==> config.mk <==
export PLATFORM = sky130hd
export DESIGN_NAME = pdp8_exec_top
export DESIGN_NICKNAME = d
export VERILOG_FILES = /design/src/pdp8_pkg.sv /design/src/pdp8_major_state.sv /design/src/pdp8_ac_unit.sv /design/src/pdp8_page_ram.sv /design/src/pdp8_exec_top.sv
export VERILOG_INCLUDE_DIRS = /design/src /design/src/include
export SDC_FILE = /design/constraint.sdc
export NUM_CORES = 2
export LEC_CHECK = 0
export BUFFER_PORTS_ARGS = -buffer_cell sky130_fd_sc_hd__buf_2
export CORE_ASPECT_RATIO = 1.4
export CORE_UTILIZATION = 50
export CTS_CLUSTER_SIZE = 40
export DETAILED_ROUTE_END_ITERATION = 6
export PLACE_DENSITY = 0.69
export SLEW_MARGIN = 15
export SYNTH_ARGS = -nofsm -noshare
export SYNTH_HDL_FRONTEND = slang
export SYNTH_SLANG_ARGS = --single-unit
==> constraint.sdc <==
create_clock -name clk -period 12.6 [get_ports clk]
set_input_delay 1.89 -clock clk [delete_from_list [all_inputs] [get_ports clk]]
set_output_delay 1.89 -clock clk [all_outputs]
set_load 0.02 [all_outputs]
==> src/include/pdp8_defs.svh <==
`ifndef PDP8_DEFS_SVH
`define PDP8_DEFS_SVH

// word and page geometry
`define PDP8_WORD_W      12
`define PDP8_PAGE_DEPTH  128
`define PDP8_OFFSET_W    7

// major opcodes, instruction bits 0..2
`define PDP8_OP_AND  3'o0
`define PDP8_OP_TAD  3'o1
`define PDP8_OP_DCA  3'o3
`define PDP8_OP_IOT  3'o6
`define PDP8_OP_OPR  3'o7

`endif

==> src/pdp8_pkg.sv <==
`default_nettype none

`include "pdp8_defs.svh"

package pdp8_pkg;

    // major states, fetch phases then execute phases
    typedef enum logic [3:0] {
        IDLE,
        F0,
        F1,
        F2,
        F3,
        E0,
        E1,
        E2,
        E3,
        DONE
    } major_state_e;

    typedef struct packed {
        logic [0:2]                  opcode;
        logic                        indirect;   // not supported, ignored
        logic                        page;       // page zero only
        logic [0:`PDP8_OFFSET_W-1]   offset;
    } pdp8_mri_t;

    // one instruction word, two decodings
    typedef union packed {
        pdp8_mri_t                   mri;
        logic [0:`PDP8_WORD_W-1]     opr;        // operate / IOT bits
    } pdp8_instr_u;

    typedef struct packed {
        pdp8_instr_u                 instr;
        logic [0:`PDP8_WORD_W-1]     data;       // stands in for the input bus
    } pdp8_cmd_t;

    typedef struct packed {
        logic [0:`PDP8_WORD_W-1]     ac;
        logic                        l;
        logic [0:`PDP8_WORD_W-1]     mq;
        logic                        gtf;
    } pdp8_result_t;

endpackage

`default_nettype wire

==> src/pdp8_major_state.sv <==
`default_nettype none

`include "pdp8_defs.svh"

module pdp8_major_state (
    input  logic                          clk,
    input  logic                          arst_n,
    input  pdp8_pkg::pdp8_cmd_t           cmd,
    input  logic                          cmd_valid,
    output logic                          cmd_ready,
    output logic                          result_valid,
    input  logic                          result_ready,
    output pdp8_pkg::major_state_e        state,
    output pdp8_pkg::pdp8_cmd_t           held_cmd,
    output logic [`PDP8_OFFSET_W-1:0]     mem_addr
);
    import pdp8_pkg::*;

    major_state_e state_nxt;

    assign cmd_ready    = (state == IDLE);
    assign result_valid = (state == DONE);
    assign mem_addr     = held_cmd.instr.mri.offset;  // page zero

    always_comb begin
        state_nxt = state;
        case (state)
            IDLE: if (cmd_valid) state_nxt = F0;
            F0:   state_nxt = F1;
            F1:   state_nxt = F2;
            F2:   state_nxt = F3;
            F3:   state_nxt = (held_cmd.instr.mri.opcode < `PDP8_OP_IOT) ? E0 : DONE;
            E0:   state_nxt = E1;
            E1:   state_nxt = E2;
            E2:   state_nxt = E3;
            E3:   state_nxt = DONE;
            DONE: if (result_ready) state_nxt = IDLE;
            default: state_nxt = IDLE;
        endcase
    end

    always_ff @(posedge clk or negedge arst_n) begin
        if (!arst_n) begin
            state <= IDLE;
        end else begin
            state <= state_nxt;
        end
    end

    // command word held for the whole instruction
    always_ff @(posedge clk) begin
        if (cmd_ready && cmd_valid) begin
            held_cmd <= cmd;
        end
    end

endmodule

`default_nettype wire

==> src/pdp8_ac_unit.sv <==
`default_nettype none

`include "pdp8_defs.svh"

module pdp8_ac_unit (
    input  logic                          clk,
    input  logic                          arst_n,
    input  pdp8_pkg::major_state_e        state,
    input  pdp8_pkg::pdp8_cmd_t           held_cmd,
    input  logic [0:`PDP8_WORD_W-1]       sr,
    input  logic [0:`PDP8_WORD_W-1]       rd_data,
    output pdp8_pkg::pdp8_result_t        result,
    output logic                          mem_we,
    output logic [0:`PDP8_WORD_W-1]       mem_wdata
);
    import pdp8_pkg::*;

    logic [0:`PDP8_WORD_W-1]  ac;
    logic                     l;
    logic [0:`PDP8_WORD_W-1]  mq;
    logic                     gtf;
    logic [0:`PDP8_WORD_W-1]  operand;     // memory operand from E1

    pdp8_instr_u              instr;
    logic                     is_opr;
    logic                     is_iot;
    logic                     grp1;
    logic                     grp2;
    logic                     grp3;

    logic [0:`PDP8_WORD_W-1]  g1_ac;
    logic                     g1_l;
    logic [0:`PDP8_WORD_W-1]  g3_base;
    logic [0:`PDP8_WORD_W-1]  g3_ac;
    logic [0:`PDP8_WORD_W-1]  g3_mq;
    logic [0:`PDP8_WORD_W]    link_ac;
    logic [0:`PDP8_WORD_W]    rot_link_ac;

    assign instr  = held_cmd.instr;
    assign is_opr = (instr.mri.opcode == `PDP8_OP_OPR);
    assign is_iot = (instr.mri.opcode == `PDP8_OP_IOT);
    assign grp1   = is_opr && !instr.opr[3];
    assign grp2   = is_opr && instr.opr[3] && !instr.opr[11];
    assign grp3   = is_opr && instr.opr[3] && instr.opr[11];

    // group 1 clear then complement, bits 4..7 = CLA CLL CMA CML
    always_comb begin
        g1_ac = instr.opr[4] ? '0 : ac;
        g1_l  = instr.opr[5] ? 1'b0 : l;
        if (instr.opr[6]) g1_ac = ~g1_ac;
        if (instr.opr[7]) g1_l  = ~g1_l;
    end

    // group 3, bit 4 CLA, bit 5 MQA, bit 7 MQL
    always_comb begin
        g3_base = instr.opr[4] ? '0 : ac;
        g3_ac   = (instr.opr[5] ? mq : '0) | (instr.opr[7] ? '0 : g3_base);
        g3_mq   = instr.opr[7] ? g3_base : mq;
    end

    // group 1 rotates on the 13-bit link and AC, bits 8..10 = RAR RAL BSW
    assign link_ac = {l, ac};

    always_comb begin
        casez (instr.opr[8:10])
            3'b001:  rot_link_ac = {l, ac[6:11], ac[0:5]};                   // BSW
            3'b010:  rot_link_ac = {link_ac[1:12], link_ac[0]};              // RAL
            3'b011:  rot_link_ac = {link_ac[2:12], link_ac[0:1]};            // RTL
            3'b100:  rot_link_ac = {link_ac[12], link_ac[0:11]};             // RAR
            3'b101:  rot_link_ac = {link_ac[11:12], link_ac[0:10]};          // RTR
            default: rot_link_ac = link_ac;
        endcase
    end

    always_ff @(posedge clk or negedge arst_n) begin
        if (!arst_n) begin
            ac  <= '0;
            l   <= 1'b0;
            mq  <= '0;
            gtf <= 1'b0;
        end else begin
            case (state)
                F1: begin
                    if (instr.opr == 12'o6007) begin      // CAF
                        ac  <= '0;
                        l   <= 1'b0;
                        gtf <= 1'b0;
                    end else if (grp1) begin
                        ac <= g1_ac;
                        l  <= g1_l;
                    end
                end
                F2: begin
                    if (grp3) begin
                        ac <= g3_ac;
                        mq <= g3_mq;
                    end else if (grp2 && instr.opr[4]) begin
                        ac <= '0;                         // group 2 CLA
                    end else if (grp1 && instr.opr[11]) begin
                        {l, ac} <= link_ac + 13'd1;       // IAC, carry flips L
                    end
                end
                F3: begin
                    if (grp2 && instr.opr[9]) begin
                        ac <= ac | sr;                    // OSR
                    end else if (is_iot) begin
                        casez (instr.opr)
                            12'o6004: ac <= {l, gtf, held_cmd.data[2:11]};
                            12'o6005: {l, gtf} <= ac[0:1];
                            12'o6032: ac <= '0;
                            12'o6034: ac <= ac | held_cmd.data;
                            12'o6036, 12'o6214, 12'o6224, 12'o6234:
                                ac <= held_cmd.data;
                            default: ;
                        endcase
                    end else if (grp1) begin
                        {l, ac} <= rot_link_ac;
                    end
                end
                E2: begin
                    if (instr.mri.opcode == `PDP8_OP_AND) begin
                        ac <= ac & operand;
                    end else if (instr.mri.opcode == `PDP8_OP_TAD) begin
                        {l, ac} <= link_ac + {1'b0, operand};
                    end
                end
                E3: begin
                    if (instr.mri.opcode == `PDP8_OP_DCA) ac <= '0;
                end
                default: ;
            endcase
        end
    end

    always_ff @(posedge clk) begin
        if (state == E1) operand <= rd_data;      // RAM data valid one cycle after E0
    end

    // DCA writes the old AC at the end of E3
    assign mem_we    = (state == E3) && (instr.mri.opcode == `PDP8_OP_DCA);
    assign mem_wdata = ac;

    assign result.ac  = ac;
    assign result.l   = l;
    assign result.mq  = mq;
    assign result.gtf = gtf;

endmodule

`default_nettype wire

==> src/pdp8_page_ram.sv <==
`default_nettype none

`include "pdp8_defs.svh"

module pdp8_page_ram (
    input  logic                          clk,
    input  logic [`PDP8_OFFSET_W-1:0]     addr,
    input  logic                          we,
    input  logic [0:`PDP8_WORD_W-1]       wdata,
    output logic [0:`PDP8_WORD_W-1]       rd_data
);

    logic [0:`PDP8_WORD_W-1] mem [`PDP8_PAGE_DEPTH];   // page zero

    always_ff @(posedge clk) begin
        if (we) begin
            mem[addr] <= wdata;
        end
        rd_data <= mem[addr];       // read before write
    end

endmodule

`default_nettype wire

==> src/pdp8_exec_top.sv <==
`default_nettype none

`include "pdp8_defs.svh"

module pdp8_exec_top (
    input  logic                          clk,
    input  logic                          arst_n,
    input  pdp8_pkg::pdp8_cmd_t           cmd,
    input  logic                          cmd_valid,
    output logic                          cmd_ready,
    output pdp8_pkg::pdp8_result_t        result,
    output logic                          result_valid,
    input  logic                          result_ready,
    input  logic [0:`PDP8_WORD_W-1]       sr
);
    import pdp8_pkg::*;

    major_state_e                 state;
    pdp8_cmd_t                    held_cmd;
    logic [`PDP8_OFFSET_W-1:0]    mem_addr;
    logic                         mem_we;
    logic [0:`PDP8_WORD_W-1]      mem_wdata;
    logic [0:`PDP8_WORD_W-1]      rd_data;

    pdp8_major_state u_major_state (
        .clk          (clk),
        .arst_n       (arst_n),
        .cmd          (cmd),
        .cmd_valid    (cmd_valid),
        .cmd_ready    (cmd_ready),
        .result_valid (result_valid),
        .result_ready (result_ready),
        .state        (state),
        .held_cmd     (held_cmd),
        .mem_addr     (mem_addr)
    );

    pdp8_ac_unit u_ac_unit (
        .clk       (clk),
        .arst_n    (arst_n),
        .state     (state),
        .held_cmd  (held_cmd),
        .sr        (sr),
        .rd_data   (rd_data),
        .result    (result),
        .mem_we    (mem_we),
        .mem_wdata (mem_wdata)
    );

    pdp8_page_ram u_page_ram (
        .clk     (clk),
        .addr    (mem_addr),
        .we      (mem_we),
        .wdata   (mem_wdata),
        .rd_data (rd_data)
    );

endmodule

`default_nettype wire

Yosys cells after proc, flatten, opt, wreduce, memory -nomap -nowiden
Memory sizes are Yosys's and may differ from the RTL's. A register that Yosys moved wholly into a read port is not among the register bits.
Index checks and enable logic that the tools add are counted.
{"block": "totals", "regBits": 66, "inputBits": 40, "ramBits": 1536, "elab_cells": 132, "memories": 1}
{"memory": "u_page_ram.mem", "words": 128, "width": 12, "read_ports": 1, "rd_ports_with_merged_regs": 1, "write_ports": 1, "line": "pdp8_page_ram.sv:13", "text": "logic [0:`PDP8_WORD_W-1] mem [`PDP8_PAGE_DEPTH];"}
{"block": "op_classes", "n_lt_le_gt_ge": 1, "eq_ne": 49, "reduce_logical": 22, "n_addsub": 2, "bitwise_logic": 6, "n_mux": 43}
{"op": "$mux 12", "n": 15}
{"op": "$eq 12x12->1 const B", "n": 9}
{"op": "$pmux 13 s5", "n": 1}
{"op": "$pmux 12 s5", "n": 1}
{"op": "$pmux 12 s4", "n": 1}
{"op": "$pmux 4 s10", "n": 1}
{"op": "$or 12x12->12", "n": 3}
{"op": "$mux 1", "n": 19}
{"op": "$eq 4x3->1 const B", "n": 4}
{"op": "$add 13x1->13 const B", "n": 1}
{"op": "$add 13x12->13", "n": 1}
{"op": "$and 12x12->12", "n": 1}
{"op": "$eq 3x3->1 const B", "n": 4}
{"op": "$mux 4", "n": 3}
{"op": "$ne 2x1->1 const B", "n": 6}
{"op": "$ne 2x2->1 const B", "n": 6}
{"op": "$not 12->12", "n": 1}
{"op": "$reduce_and 12->1", "n": 1}
{"op": "$eq 3x2->1 const B", "n": 3}
{"op": "$logic_and 1x1->1", "n": 9}
{"op": "$ne 3x1->1 const B", "n": 3}
{"op": "$eq 4x2->1 const B", "n": 2}
{"op": "$eq 4x4->1 const B", "n": 2}
{"op": "$ne 4x1->1 const B", "n": 2}
{"op": "other kinds (22)", "n": 24}

Logic depth before layout (Yosys ltp)
{"block": "logic_depth", "depth_word": 7, "mapped_depth": 11}

Hierarchy
Synthesis repeated with hierarchy kept, for this count alone.
{"block": "hier_totals", "hier_cells": 4077, "area_unflattened_um2": 65161.2}
{"mod": "pdp8_page_ram", "area_each_um2": 59776.1, "cells_per_inst": 3464, "seq_area_each_um2": 46364.5, "n_inst": 1}
{"mod": "pdp8_ac_unit", "area_each_um2": 4349.2, "cells_per_inst": 553, "seq_area_each_um2": 1011.0, "n_inst": 1}
{"mod": "pdp8_major_state", "area_each_um2": 1036.0, "cells_per_inst": 60, "seq_area_each_um2": 820.8, "n_inst": 1}

Worst setup path before layout
No wires, ideal clock.
{"block": "synth_path", "kind": "register to register", "start": "register u_ac_unit.ac, in the netlist u_ac_unit.mem_wdata[10]", "end": "register u_ac_unit.l", "period_less_slack_ps": 4080, "path_stages_with_launch": 10, "required_ps": 12513, "setup_slack_ps": 8520, "setup_ps": 87, "arrival_ps": 3994, "cell_sequence": "dfrtp_1 clkbuf_1 inv_1 fa_1 nor2b_1 o31a_1 o211a_1 o41ai_1 or4_1 o211ai_1"}
{"block": "synth_via", "elab_chain_len": 5, "word_cells_on_any_way": 12, "classes_between": "2 x add/sub; 10 x mux"}
{"item": "from (decl)", "line": "pdp8_ac_unit.sv:18", "text": "logic [0:`PDP8_WORD_W-1] ac;"}
{"item": "from (signal assigned)", "line": "pdp8_ac_unit.sv:89", "text": "ac <= g1_ac;"}
{"item": "from (signal assigned)", "line": "pdp8_ac_unit.sv:95", "text": "ac <= g3_ac;"}
{"item": "from (signal assigned)", "line": "pdp8_ac_unit.sv:100", "text": "{l, ac} <= link_ac + 13'd1;"}
{"item": "$add 13x1->13 / $pmux 13 s5 (equally long branches)", "line": "pdp8_ac_unit.sv:100, pdp8_ac_unit.sv:65"}
{"item": "$mux 1, on equally long branches", "line": "pdp8_ac_unit.sv:99, pdp8_ac_unit.sv:116"}
{"item": "$mux 1, on equally long branches", "line": "pdp8_ac_unit.sv:97, pdp8_ac_unit.sv:106"}
{"item": "$mux 1, on equally long branches", "line": "pdp8_ac_unit.sv:94, pdp8_ac_unit.sv:104"}
{"item": "$pmux 1 s4 *", "line": "pdp8_ac_unit.sv:82", "text": "case (state)"}
{"item": "to (signal assigned)", "line": "pdp8_ac_unit.sv:90", "text": "l <= g1_l;"}
{"item": "to (signal assigned)", "line": "pdp8_ac_unit.sv:100"}
{"item": "to (signal assigned)", "line": "pdp8_ac_unit.sv:109", "text": "12'o6005: {l, gtf} <= ac[0:1];"}
{"item": "to (decl)", "line": "pdp8_ac_unit.sv:19", "text": "logic l;"}
Every way passes the cells marked *; elsewhere a longest branch is shown, timed or not. The select of a mux whose other input is x is not followed.
A chain may end at the register's enable or synchronous reset.

Worst setup path after layout
{"block": "layout_path", "start": "register u_ac_unit.ac, in the netlist u_ac_unit.mem_wdata[7]", "end": "output result[18] (netlist name)"}
{"item": "to (decl)", "line": "pdp8_exec_top.sv:11", "text": "output pdp8_pkg::pdp8_result_t result,"}
No word-level cell between the ends.

==> metrics <==
count of buffers added by post-CTS timing repair for setup 0; insertion delay to the later sink of the worst-skew pair 0.78 ns; most common library cell in the layout ignoring fill and taps edfxtp_1; startpoint of the worst setup timing path u_ac_unit.mem_wdata[7]; post-layout minimum cycle time around 4.8 ns; post-synthesis sequential element count between 1500 and 2000; reported leakage power 22.85 nW; clock root cell clkbuf_16; Resized cells post-CTS 0; cell area after placement 67470 µm²; Reg clk slew, reported paths 0.06 ns; Mapped Nets ~3200; Place WS 7.843 ns; kind of launch point of the worst setup path flip-flop; number of synthesized flops with an enable pin 1572; number of pins exceeding their max-slew limit in the final report 0; critical path arrival ~2.9 ns; htree depth 4; die span in y around 430 µm; nets about 3400; result of the run completed; pin count of the biggest net entering global routing ~150; final routed wirelength across all metal layers 173000 µm; synth-to-layout area growth 12.01%; top cell type by total area after synthesis edfxtp_1; transition time at the pin with the least slew margin between 1 and 1.5 ns; dominant synthesized flop cell edfxtp_1; VDD IR max between 0.15 and 0.2 mV; die outline area 131100 µm²; type of element capturing the critical path primary output; Die Span X approximately 300 µm; fraction of the yosys area taken by sequential cells 0.7437; leftover overflow at the end of global routing 0; Max-Cap Viols 0; unrepaired setup endpoints after global routing no; length of the first detailed-routing pass in iterations 5; highest net fanout along the worst path 73; gate count of the mapped netlist 3163; final worst clock skew between 0.02 and 0.03 ns; drt initial violations 4185; Placer Congestion 1.011; synthesized area per cell 20.49 µm²; Min-Delay Path Class reg2reg; final count of negative-setup-slack endpoints 0; IO Port Bufs between 60 and 70; row cnt approximately 160; vias per cell ~6.6; crit path setup slack, layout about 7.8 ns; commonest non-fill, non-tap cells in the layout 1572 x edfxtp_1, 446 x mux4_2, 168 x nor2_1, 153 x clkbuf_16, 139 x buf_4; total clock sinks between 1500 and 2000; Routed WL per cell 33.87 µm; number of warnings printed during yosys synthesis 0; post-detailed-placement half-perimeter wirelength 107100 µm; vias roughly 34000; final routed DRC violation total 0; final hold violations 0; ant diodes 0; GRT Total Usage 0.2669; Post-Synthesis Cell Area 64800 µm²; area of all placed cells without fillers slightly above 70000 µm²; Detail Route Antenna Nets 0; antenna violations before repair 3; cts-stage hold buffer count 0; number of different library cells in the post-synthesis netlist 83; startpoint of the worst register-to-register path u_major_state.held_cmd[13]; share of final-layout standard cells stronger than drive strength 1 0.2789; Yosys top cell area share 0.7284; effective utilization at floorplan 0.5063; Reg2Reg Setup Slack between 7 and 8 ns; number of buffers created by CTS 147; number of cells on the worst reg-to-reg path 7; type of the setup path with the least slack reg2out; maximum clock frequency between 0.2 and 0.25 GHz; period utilisation layout 0.3793; cell types with the largest area share after synthesis edfxtp_1 73%, mux4_2 15%, nor2_1 1.2%, dfrtp_1 1.2%, nand2_1 0.75%; Crit Reg-Reg Endpoint u_page_ram.rd_data[2]; FFs w/ async S/R, synth 0.01859; required time of the critical path between 10 and 15 ns; vias in the first global route approximately 34000; final sum of negative setup slack 0 ns; areal power density over the cells between 200 and 250 nW/µm²; Bufs on Longest Clock Path 3; TritonCTS clock tree done; wire length of the first global-routing pass ~250000 µm; worst setup path endpoint result[18]; relative slew slack 0.1383; placeable core region 128000 µm²; I/O pin count roughly 70
==> layer usage <==
layer / track usage / part of all wire / up-vias
li1: - / - / 13570
met1: 0.3271 / 0.35 / 17840
met2: 0.4537 / 0.51 / 1785
met3: 0.04660 / 0.075 / 377
met4: 0.1399 / 0.058 / 4
met5: 0 / 0.00016 / -
==> report_power, final <==
group / total, W / internal (W) / switching [W]
clock network: 0.00468 / 0.00271 / 0.00197
registers: 0.00718 / 0.00673 / 0.000445
logic: 0.00274 / 0.000888 / 0.00185
==> worst max-delay path, cell delays in order (launching register included) <==
cell	delay [ns]
dfrtp_4	1.02
buf_4	0.72
buf_2	0.30
==> flip-flops by register name (all words and copies together), names as in the netlist <==
register                count
u_page_ram.mem           1536
u_major_state.held_cmd     24
u_ac_unit.mem_wdata        12
u_ac_unit.mq               12
u_ac_unit.operand          12
u_page_ram.rd_data         12
u_major_state.state         4
u_ac_unit.gtf               1
u_ac_unit.l                 1
==> cells by family after synthesis <==
logic type / after synthesis / synth area share
xor gates and xnor gates: 23 / 0.003109
muxes: 509 / 0.1653
buffers and inverters: 207 / 0.01628
DFF: 1614 / 0.7437
and+or+nand+nor: 528 / 0.03898
adders and majority gates: 18 / 0.003591
AOI/OAI and AO/OA: 264 / 0.02906
==> how the worst min path moves through the flow <==
| stage | from | to | slack, ns | depth (start not counted) |
|---|---|---|---|---|
| floorplan | u_page_ram.rd_data[0] | u_ac_unit.operand[0] | 0.39 | 0 |
| global placement | u_page_ram.rd_data[3] | u_ac_unit.operand[3] | 0.41 | 0 |
| detailed placement | u_page_ram.rd_data[3] | u_ac_unit.operand[3] | 0.42 | 0 |
| CTS | u_page_ram.rd_data[3] | u_ac_unit.operand[3] | 0.44 | 0 |
| global route | u_page_ram.rd_data[3] | u_ac_unit.operand[3] | 0.45 | 0 |
| finish | u_page_ram.rd_data[3] | u_ac_unit.operand[3] | 0.44 | 0 |
==> cells in the mapped netlist (6+ instances only) <==
cell	instances
a211oi_1	16
a21o_1	6
a21oi_1	39
a221oi_1	9
a22oi_1	33
a31oi_1	18
a32oi_1	10
and2_1	10
and3_1	6
buf_1	21
buf_2	45
buf_4	29
buf_6	15
clkbuf_1	79
dfrtp_1	30
dfxtp_1	12
edfxtp_1	1572
ha_1	17
inv_1	15
mux2_2	12
mux2i_1	47
mux4_2	446
nand2_1	130
nand2b_1	18
nand3_1	33
nand4_1	37
nor2_1	203
nor2b_1	17
nor3_1	25
o211ai_1	12
o21ai_0	35
o221ai_1	8
o22ai_1	17
o31ai_1	8
xnor2_1	14
xor2_1	9
==> area by class of cell <==
class	instances	area, µm²
clock inverters	89	1084
inverters	18	72.57
well taps	1648	2062
flip-flops and latches	1614	48240
fillers	9288	55410
multi-input cells	1342	15650
repair buffers	214	1503
clock buffers	183	3981
==> metrics by stage <==
stage | cells | hold slack (ns) | power [W] | utilization
floorplan | 3163 | 0.3855 | 0.008819 | -
global placement | 4832 | 0.4107 | 0.009886 | 0.5265
detailed placement | 4836 | 0.4197 | 0.009998 | 0.5271
CTS | 5108 | 0.4359 | 0.01462 | 0.5667
global route | 5108 | 0.4529 | 0.01498 | 0.5671
finish | 5108 | 0.4414 | 0.01460 | 0.5671
Note: power is estimated with default switching activity, not from simulation.
